==> src/hdl/huff_macros.svh <==
`ifndef HUFF_MACROS_SVH
`define HUFF_MACROS_SVH

// Longest table-20 code the decoder matches
`define HT_MAX_CODE_BITS 10

`define HT_LINBITS 6         // Table 20 escape extension
`define HT_ESC_MAG 15        // Magnitude that pulls in linbits

`define HT_MAG_BITS 4
`define HT_SAMPLE_BITS 16

`endif

==> src/hdl/huff_sample_pkg.sv <==
`default_nettype none

`include "huff_macros.svh"

package huff_sample_pkg;

	typedef logic [`HT_MAG_BITS-1:0] mag_t;                // Table magnitude
	typedef logic [`HT_LINBITS-1:0] linval_t;              // Escape extension
	typedef logic signed [`HT_SAMPLE_BITS-1:0] sample_t;   // Signed decoded value

	// Fields of one pair in stream order
	typedef enum logic [2:0] {
		CODE,
		X_LIN,
		X_SIGN,
		Y_LIN,
		Y_SIGN
	} field_phase_t;

endpackage

`default_nettype wire

==> src/hdl/huff_stream_pkg.sv <==
`default_nettype none

`include "huff_macros.svh"

package huff_stream_pkg;

	// Code bits as they arrive, first bit in the MSB
	typedef logic [`HT_MAX_CODE_BITS-1:0] code_bits_t;

	// Count of collected code bits, 0 up to the longest code
	typedef logic [$clog2(`HT_MAX_CODE_BITS+1)-1:0] code_len_t;

endpackage

`default_nettype wire

==> src/hdl/huff_code_shifter.sv <==
`timescale 1ns/1ps
`default_nettype none

`include "huff_macros.svh"

module huff_code_shifter import huff_stream_pkg::*; (
	input wire logic clk,
	input wire logic rst,
	input wire logic bit_data,
	input wire logic shift_en,
	input wire logic restart,
	output code_bits_t code_bits,
	output code_len_t code_len
);

	localparam int MSB = `HT_MAX_CODE_BITS - 1;

	always_ff @(posedge clk) begin
		if (rst) begin
			code_bits <= '0;
			code_len <= '0;
		end else if (restart) begin
			// A bit taken while restarting opens the next code
			code_bits <= shift_en ? {bit_data, {MSB{1'b0}}} : '0;
			code_len <= shift_en ? code_len_t'(1) : '0;
		end else if (shift_en) begin
			code_bits[MSB - code_len] <= bit_data;   // Next free slot from the top
			code_len <= code_len + 1'b1;
		end
	end

	// Sequencer must restart the shifter by the time the longest code is in
	len_in_range: assert property (@(posedge clk) disable iff (rst)
		code_len <= code_len_t'(`HT_MAX_CODE_BITS));

endmodule

`default_nettype wire

==> src/hdl/huff_pair_decoder.sv <==
`timescale 1ns/1ps
`default_nettype none

module huff_pair_decoder import huff_stream_pkg::*, huff_sample_pkg::*; (
	input wire logic clk,
	input wire logic rst,
	input wire logic bit_valid,
	input wire logic bit_data,
	output logic pair_valid,
	output sample_t x_val,
	output sample_t y_val,
	output logic code_error
);

	code_bits_t code_bits;
	code_len_t code_len;
	logic hit;
	logic shift_en;
	logic restart;
	mag_t x_mag, y_mag;

	huff_code_shifter shifter0 (
		.clk(clk),
		.rst(rst),
		.bit_data(bit_data),
		.shift_en(shift_en),
		.restart(restart),
		.code_bits(code_bits),
		.code_len(code_len)
	);

	huff_table20_codebook codebook0 (
		.code_bits(code_bits),
		.code_len(code_len),
		.hit(hit),
		.x_mag(x_mag),
		.y_mag(y_mag)
	);

	huff_pair_sequencer sequencer0 (
		.clk(clk),
		.rst(rst),
		.bit_valid(bit_valid),
		.bit_data(bit_data),
		.hit(hit),
		.x_mag(x_mag),
		.y_mag(y_mag),
		.code_len(code_len),
		.shift_en(shift_en),
		.restart(restart),
		.pair_valid(pair_valid),
		.x_val(x_val),
		.y_val(y_val),
		.code_error(code_error)
	);

endmodule

`default_nettype wire

==> src/hdl/huff_pair_sequencer.sv <==
`timescale 1ns/1ps
`default_nettype none

`include "huff_macros.svh"

module huff_pair_sequencer import huff_stream_pkg::*, huff_sample_pkg::*; (
	input wire logic clk,
	input wire logic rst,
	input wire logic bit_valid,
	input wire logic bit_data,
	input wire logic hit,
	input wire mag_t x_mag,
	input wire mag_t y_mag,
	input wire code_len_t code_len,
	output logic shift_en,
	output logic restart,
	output logic pair_valid,
	output sample_t x_val,
	output sample_t y_val,
	output logic code_error
);

	localparam int CNT_BITS = $clog2(`HT_LINBITS);
	localparam mag_t ESC = mag_t'(`HT_ESC_MAG);

	field_phase_t phase, eff_phase, phase_n;
	mag_t x_mag_r, y_mag_r, cur_x, cur_y;
	linval_t x_lin_r, y_lin_r, x_lin_n, y_lin_n;
	logic x_sign_r, y_sign_r, x_sign_n, y_sign_n;
	logic [CNT_BITS-1:0] lin_cnt, lin_cnt_n;
	logic match, lin_last, field_done, pair_done;
	sample_t x_abs, y_abs;

	// Field that follows cur for a pair with magnitudes x and y
	function automatic field_phase_t field_after(field_phase_t cur, mag_t x, mag_t y);
		field_phase_t nxt;
		nxt = CODE;
		case (cur)
			CODE: begin
				if (x == ESC)
					nxt = X_LIN;
				else if (x != '0)
					nxt = X_SIGN;
				else if (y == ESC)
					nxt = Y_LIN;
				else if (y != '0)
					nxt = Y_SIGN;
			end
			X_LIN: nxt = X_SIGN;
			X_SIGN: begin
				if (y == ESC)
					nxt = Y_LIN;
				else if (y != '0)
					nxt = Y_SIGN;
			end
			Y_LIN: nxt = Y_SIGN;
			default: nxt = CODE;
		endcase
		return nxt;
	endfunction

	assign match = (phase == CODE) && hit;
	assign code_error = (phase == CODE) && !hit
		&& (code_len == code_len_t'(`HT_MAX_CODE_BITS));
	assign restart = match || code_error;

	// Fresh magnitudes are in use from the match cycle on
	assign cur_x = match ? x_mag : x_mag_r;
	assign cur_y = match ? y_mag : y_mag_r;

	// A bit in the match cycle already belongs to the first pending field
	assign eff_phase = match ? field_after(CODE, x_mag, y_mag) : phase;
	assign shift_en = bit_valid && (eff_phase == CODE);

	assign lin_last = (lin_cnt == CNT_BITS'(`HT_LINBITS - 1));

	always_comb begin
		x_lin_n = match ? '0 : x_lin_r;
		y_lin_n = match ? '0 : y_lin_r;
		x_sign_n = match ? 1'b0 : x_sign_r;
		y_sign_n = match ? 1'b0 : y_sign_r;
		lin_cnt_n = lin_cnt;
		field_done = 1'b0;
		if (bit_valid) begin
			case (eff_phase)
				X_LIN: begin
					x_lin_n = {x_lin_n[`HT_LINBITS-2:0], bit_data};   // MSB first
					field_done = lin_last;
					lin_cnt_n = lin_last ? '0 : lin_cnt + 1'b1;
				end
				Y_LIN: begin
					y_lin_n = {y_lin_n[`HT_LINBITS-2:0], bit_data};
					field_done = lin_last;
					lin_cnt_n = lin_last ? '0 : lin_cnt + 1'b1;
				end
				X_SIGN: begin
					x_sign_n = bit_data;
					field_done = 1'b1;
				end
				Y_SIGN: begin
					y_sign_n = bit_data;
					field_done = 1'b1;
				end
				default: field_done = 1'b0;   // Code bit, shifter takes it
			endcase
		end
		phase_n = field_done ? field_after(eff_phase, cur_x, cur_y) : eff_phase;
		pair_done = (phase_n == CODE) && ((eff_phase != CODE) || match);
	end

	// Linbits stay zero unless the magnitude is the escape
	assign x_abs = sample_t'(cur_x) + sample_t'(x_lin_n);
	assign y_abs = sample_t'(cur_y) + sample_t'(y_lin_n);

	always_ff @(posedge clk) begin
		if (rst) begin
			phase <= CODE;
			lin_cnt <= '0;
			pair_valid <= 1'b0;
		end else begin
			phase <= phase_n;
			lin_cnt <= lin_cnt_n;
			pair_valid <= pair_done;
		end
	end

	always_ff @(posedge clk) begin
		if (match) begin
			x_mag_r <= x_mag;
			y_mag_r <= y_mag;
		end
		x_lin_r <= x_lin_n;
		y_lin_r <= y_lin_n;
		x_sign_r <= x_sign_n;
		y_sign_r <= y_sign_n;
		if (pair_done) begin
			x_val <= x_sign_n ? -x_abs : x_abs;
			y_val <= y_sign_n ? -y_abs : y_abs;
		end
	end

	// An error restart can never close a pair
	valid_not_error: assert property (@(posedge clk) disable iff (rst)
		!(pair_valid && code_error));

	// Every code bit taken outside a restart lands in the shifter
	code_bit_counted: assert property (@(posedge clk) disable iff (rst)
		shift_en && !restart |=> code_len == $past(code_len) + 1'b1);

endmodule

`default_nettype wire

==> src/hdl/huff_table20_codebook.sv <==
`timescale 1ns/1ps
`default_nettype none

`include "huff_macros.svh"

module huff_table20_codebook
	import huff_stream_pkg::*;
	import huff_sample_pkg::mag_t;
(
	input wire code_bits_t code_bits,
	input wire code_len_t code_len,
	output logic hit,
	output mag_t x_mag,
	output mag_t y_mag
);

	localparam int MSB = `HT_MAX_CODE_BITS - 1;

	logic [2*`HT_MAG_BITS:0] entry;   // {hit, x, y}

	function automatic logic [2*`HT_MAG_BITS:0] pair(input mag_t x, input mag_t y);
		return {1'b1, x, y};
	endfunction

	assign {hit, x_mag, y_mag} = entry;

	always_comb begin
		entry = '0;
		case (code_len)
			4'd1: case (code_bits[MSB -: 1])
				1'b1: entry = pair(4'd0, 4'd0);
			endcase
			4'd3: case (code_bits[MSB -: 3])
				3'b011: entry = pair(4'd1, 4'd0);
			endcase
			4'd4: case (code_bits[MSB -: 4])
				4'b0101: entry = pair(4'd0, 4'd1);
				4'b0100: entry = pair(4'd1, 4'd1);
			endcase
			4'd6: case (code_bits[MSB -: 6])
				6'b001110: entry = pair(4'd0, 4'd2);
				6'b001100: entry = pair(4'd1, 4'd2);
				6'b001111: entry = pair(4'd2, 4'd0);
				6'b001101: entry = pair(4'd2, 4'd1);
			endcase
			4'd7: case (code_bits[MSB -: 7])
				7'b0010100: entry = pair(4'd1, 4'd3);
				7'b0010111: entry = pair(4'd2, 4'd2);
				7'b0010101: entry = pair(4'd3, 4'd1);
			endcase
			4'd8: case (code_bits[MSB -: 8])
				8'b00101100: entry = pair(4'd0, 4'd3);
				8'b00100011: entry = pair(4'd1, 4'd4);
				8'b00001001: entry = pair(4'd1, 4'd15);
				8'b00100110: entry = pair(4'd2, 4'd3);
				8'b00101101: entry = pair(4'd3, 4'd0);
				8'b00100111: entry = pair(4'd3, 4'd2);
				8'b00100100: entry = pair(4'd4, 4'd1);
				8'b00011110: entry = pair(4'd5, 4'd1);
				8'b00001010: entry = pair(4'd15, 4'd1);
				8'b00000111: entry = pair(4'd15, 4'd2);
				8'b00000011: entry = pair(4'd15, 4'd15);
			endcase
			4'd9: case (code_bits[MSB -: 9])
				9'b001001010: entry = pair(4'd0, 4'd4);
				9'b000111111: entry = pair(4'd0, 4'd5);
				9'b000010001: entry = pair(4'd0, 4'd15);
				9'b000111110: entry = pair(4'd1, 4'd5);
				9'b000110101: entry = pair(4'd1, 4'd6);
				9'b000101111: entry = pair(4'd1, 4'd7);
				9'b001000011: entry = pair(4'd2, 4'd4);
				9'b000111010: entry = pair(4'd2, 4'd5);
				9'b000010000: entry = pair(4'd2, 4'd15);
				9'b001000101: entry = pair(4'd3, 4'd3);
				9'b001000000: entry = pair(4'd3, 4'd4);
				9'b001001011: entry = pair(4'd4, 4'd0);
				9'b001000100: entry = pair(4'd4, 4'd2);
				9'b001000001: entry = pair(4'd4, 4'd3);
				9'b000001001: entry = pair(4'd4, 4'd15);
				9'b001000010: entry = pair(4'd5, 4'd0);
				9'b000111011: entry = pair(4'd5, 4'd2);
				9'b000111000: entry = pair(4'd5, 4'd3);
				9'b000110110: entry = pair(4'd6, 4'd1);
				9'b000110100: entry = pair(4'd6, 4'd2);
				9'b000110000: entry = pair(4'd7, 4'd1);
				9'b000001100: entry = pair(4'd15, 4'd0);
				9'b000001011: entry = pair(4'd15, 4'd3);
				9'b000001010: entry = pair(4'd15, 4'd4);
			endcase
			4'd10: case (code_bits[MSB -: 10])
				10'b0001101110: entry = pair(4'd0, 4'd6);
				10'b0001011101: entry = pair(4'd0, 4'd7);
				10'b0001010011: entry = pair(4'd1, 4'd8);
				10'b0001001011: entry = pair(4'd1, 4'd9);
				10'b0001000100: entry = pair(4'd1, 4'd10);
				10'b0001100111: entry = pair(4'd2, 4'd6);
				10'b0001011010: entry = pair(4'd2, 4'd7);
				10'b0001001000: entry = pair(4'd2, 4'd9);
				10'b0001110010: entry = pair(4'd3, 4'd5);
				10'b0001100011: entry = pair(4'd3, 4'd6);
				10'b0001010111: entry = pair(4'd3, 4'd7);
				10'b0000011010: entry = pair(4'd3, 4'd15);
				10'b0001110011: entry = pair(4'd4, 4'd4);
				10'b0001100101: entry = pair(4'd4, 4'd5);
				10'b0001100110: entry = pair(4'd5, 4'd4);
				10'b0000010000: entry = pair(4'd5, 4'd15);
				10'b0001101111: entry = pair(4'd6, 4'd0);
				10'b0001100100: entry = pair(4'd6, 4'd3);
				10'b0000001010: entry = pair(4'd6, 4'd15);
				10'b0001100010: entry = pair(4'd7, 4'd0);
				10'b0001011011: entry = pair(4'd7, 4'd2);
				10'b0001011000: entry = pair(4'd7, 4'd3);
				10'b0000001000: entry = pair(4'd7, 4'd15);
				10'b0001010101: entry = pair(4'd8, 4'd0);
				10'b0001010100: entry = pair(4'd8, 4'd1);
				10'b0001010001: entry = pair(4'd8, 4'd2);
				10'b0000000111: entry = pair(4'd8, 4'd15);
				10'b0001001100: entry = pair(4'd9, 4'd1);
				10'b0001001001: entry = pair(4'd9, 4'd2);
				10'b0001000011: entry = pair(4'd10, 4'd2);
				10'b0000000100: entry = pair(4'd10, 4'd15);
				10'b0000010001: entry = pair(4'd15, 4'd5);
				10'b0000001011: entry = pair(4'd15, 4'd6);
				10'b0000001001: entry = pair(4'd15, 4'd7);
			endcase
			default: entry = '0;   // Lengths with no code
		endcase
	end

endmodule

`default_nettype wire

==> config.mk <==
export PLATFORM = sky130hd
export DESIGN_NAME = huff_pair_decoder
export DESIGN_NICKNAME = d
export VERILOG_FILES = /design/src/hdl/huff_sample_pkg.sv /design/src/hdl/huff_stream_pkg.sv /design/src/hdl/huff_code_shifter.sv /design/src/hdl/huff_pair_decoder.sv /design/src/hdl/huff_pair_sequencer.sv /design/src/hdl/huff_table20_codebook.sv
export VERILOG_INCLUDE_DIRS = /design/src /design/src/hdl
export SDC_FILE = /design/constraint.sdc
export NUM_CORES = 1
export LEC_CHECK = 0
export BUFFER_PORTS_ARGS = -buffer_cell sky130_fd_sc_hd__buf_2
export CORE_ASPECT_RATIO = 1.5
export CORE_MARGIN = 2
export CORE_UTILIZATION = 41
export CTS_BUF_LIST = sky130_fd_sc_hd__clkbuf_16
export DETAILED_ROUTE_END_ITERATION = 12
export GPL_TIMING_DRIVEN = 1
export PLACE_DENSITY = 0.6
export SLEW_MARGIN = 10
export SYNTH_ARGS = -nofsm -noshare
export SYNTH_HDL_FRONTEND = slang
export SYNTH_SLANG_ARGS = --single-unit
==> constraint.sdc <==
create_clock -name clk -period 7.65 [get_ports clk]
set_input_delay 0.3825 -clock clk [delete_from_list [all_inputs] [get_ports clk]]
set_output_delay 0.3825 -clock clk [all_outputs]
set_load 0.03 [all_outputs]
==> metrics.cfg <==
[sta]
max_freq_mhz = 144
clock_skew_ps = 11.1
fin_crit_sh_pct = 91.1
setup_slack_ps = 682
setup_violations = 0
rsz0062_at_grt = no
min_period_ps = 6970
finalMaxSlewViolations = 0
hold_violations = 0
max-slew-margin-rel_pct = 33.4
setup_tns_ps = 0
tightest_slew_ps = 986

[hold_path]
hold_class = in2reg

[final_layout]
fin_nets = 742
syn2layout_area_growth_pct = 9.76
diodes = 0
num-fill-cells = 1376
multi_input_area_um2 = 3810
drive_gt1_share_pct = 15.1
regArea_um2 = 1640

[route]
wl_per_cell_um = 20.4
postRouteAntennaNets = 0
drc = 0
viasPerCell = 6.32
vias = 5779
drt_wl_total_mm = 18.6
drt_iter0_drc = 398
dr.pass1.iters = 5

[clock_network]
root_buffer = clkbuf_16
cts.repair.resized = 0
clk_path_buf_depth = 2
post_cts_buffers = 0
clk_pin_slew_ps = 60
cts.sinks = 69
cts_tree = built
clk_latency_ps = 340
h-tree-depth = 3
cts_inserted_buffers = 9
hold_buffers = 0

[synth]
ys_types = 90
syn-num-nets = 729
synth-seq-area-share_pct = 28.0
postSynthCellCount = 704
avgSynthCellArea_um2 = 8.34
ys_warn_count = 0
synth_area_um2 = 5870
synth_top_area_share_pct = 14.7
synthTopCellsByCount = nor2_1 (73), nand2_1 (50), dfxtp_1 (43), nand3_1 (31), mux2i_1 (27)
yosysTopAreaCell = dfxtp_1
synth.most_common_cell = nor2_1
synthFlopType = dfxtp_1
synth_edf_count = 26
ys_seq_elements = 69
ys_async_sr_fraction_pct = 0
synthTopCellsByArea = dfxtp_1 (15%), edfxtp_1 (13%), nor2_1 (4.7%), mux2i_1 (4.6%), ha_1 (4.0%)

[pwr]
peakVddDrop_mv = 0.0968
power_density_nw_per_um2 = 164
p_leak_nw = 2.60
power_mw = 1.06

[grt]
grt_use_total_pct = 24.8
grt_pass1_vias = 5686
gr-usage-met3_pct = 3.16
overflow = 0
met2_usage_pct = 45.0
grt_pass1_wl_mm = 29.9
grt_busiest_layer = met2
grt_max_degree = 44
use_met1_pct = 26.8
antenna_found_initial = 0

[critical_path]
cp_max_fo = 19
crit_required_ps = 7720
path_class = reg2reg
critPathCaptureType = flip-flop
cp.arrival_ps = 7040
cp-start-kind = flip-flop

[die]
core.rowCount = 53
initial_core_util_pct = 42.0
io_pins = 38
die_x_um = 102
core_area_um2 = 14000
die_y_um = 151
fp.dieArea_um2 = 15300

[flow_run]
maxCapViolations = 0

[run_status]
status = completed

[placement]
globalplace.congestion = 0.999
place_hpwl_mm = 14.2
io_buffer_count = 37
dp_slack_ps = 795

-- path summary, 6_finish.rpt --
kind	slack, ps	endpoint	cells past startpoint	start
worst min register to register	480	sequencer0.x_mag_r[3]	1	sequencer0.x_mag_r[3]
worst max-delay path	680	sequencer0.x_val[6]	24	shifter0.code_bits[4]
worst min-delay path	380	shifter0.code_len[0]	2	rst
worst max register to register	680	sequencer0.x_val[6]	24	shifter0.code_bits[4]
-- power breakdown --
part	switching, mW	leakage, nW	internal (mW)
Combinational	0.123	1.86	0.0815
Clock	0.161	0.154	0.270
Sequential	0.0108	0.590	0.412
-- per-layer routing --
metal,wire length (µm),up-vias
li1,-,2651
met1,6860,2745
met2,9550,296
met3,1020,87
met4,1200,0
met5,0,-
-- critical path, stage by stage, from the launching register on --
cell and delay, ps:
dfxtp_1 920, buf_4 330, nand2b_1 180, mux2i_1 190
a32oi_1 390, nand3_2 130, o41ai_1 620, and3_1 300
nand2b_4 290, o311a_1 330, nand3_1 330, mux2i_1 200
nor2_1 220, ha_1 280, a21o_1 150, a21oi_1 220
nor2b_1 80, o21ai_0 230, xor2_1 100, a311oi_1 370
nor2_1 190, and3_1 220, ha_1 270, nand2b_1 60
o21ai_0 80
-- sequential cells by signal, indices dropped and copies added (netlist names) --
name,count
shifter0.code_bits,10
sequencer0.y_lin_r,6
sequencer0.y_sign_r,1
sequencer0.y_val,13
sequencer0.x_sign_r,1
sequencer0.x_mag_r,4
shifter0.code_len,4
sequencer0.lin_cnt,3
sequencer0.x_val,13
sequencer0.pair_valid,1
sequencer0.phase,3
sequencer0.x_lin_r,6
sequencer0.y_mag_r,4
-- cell usage in the layout, fill, tap and decap left out, drive strengths merged, types with 5 or more instances in the layout --
cell type / count
o22ai: 5
a211oi: 6
or3: 9
or4: 5
and3: 9
o21ai: 26
nand4: 8
nor2b: 17
or2: 6
xnor2: 15
nor2: 75
nand3: 32
a21o: 9
o211ai: 5
nor3b: 12
dfxtp: 43
nor4: 16
o31ai: 9
xor2: 10
nor3: 19
nand2: 50
and2: 6
nand2b: 22
mux2i: 27
a31oi: 19
a41oi: 7
a21boi: 6
a21oi: 23
ha: 19
edfxtp: 26
inv: 22
nor4b: 6
clkbuf: 10
buf: 59
-- cells by family (layout without fill, tap and decap cells) --
| logic type | count (synthesis) | in the layout | share of synthesized area (%) |
|---|---|---|---|
| adder cells (fa/ha/maj) | 21 | 21 | 4.73 |
| buffers and inverters | 78 | 96 | 7.23 |
| AO/OA/AOI/OAI | 166 | 166 | 21.0 |
| multiplexers | 31 | 31 | 5.43 |
| AND/OR/NAND/NOR | 314 | 314 | 29.9 |
| XOR/XNOR | 25 | 25 | 3.73 |
| flip-flops | 69 | 69 | 28.0 |
-- area by class of cell --
cell class | count | share of cell area, %
multi-input cells | 557 | 59.1
inverters | 21 | 1.22
well taps | 192 | 3.73
flip-flops and latches | 69 | 25.5
clock buffers | 10 | 3.88
repair buffers | 59 | 5.63
clock inverters | 6 | 0.932
-- stage by stage --
step / area, µm² / hold slack, ps / instances / utilization [%]
2_1_floorplan: 5870 / 453 / 704 / -
5_1_grt: 6440 / 405 / 914 / 46.1
6_report: 6440 / 384 / 914 / 46.1
3_5_place_dp: 6130 / 472 / 898 / 43.8
3_3_place_gp: 6130 / 461 / 898 / 43.8
4_1_cts: 6440 / 379 / 914 / 46.1
Power figures use the tool's default switching activity.
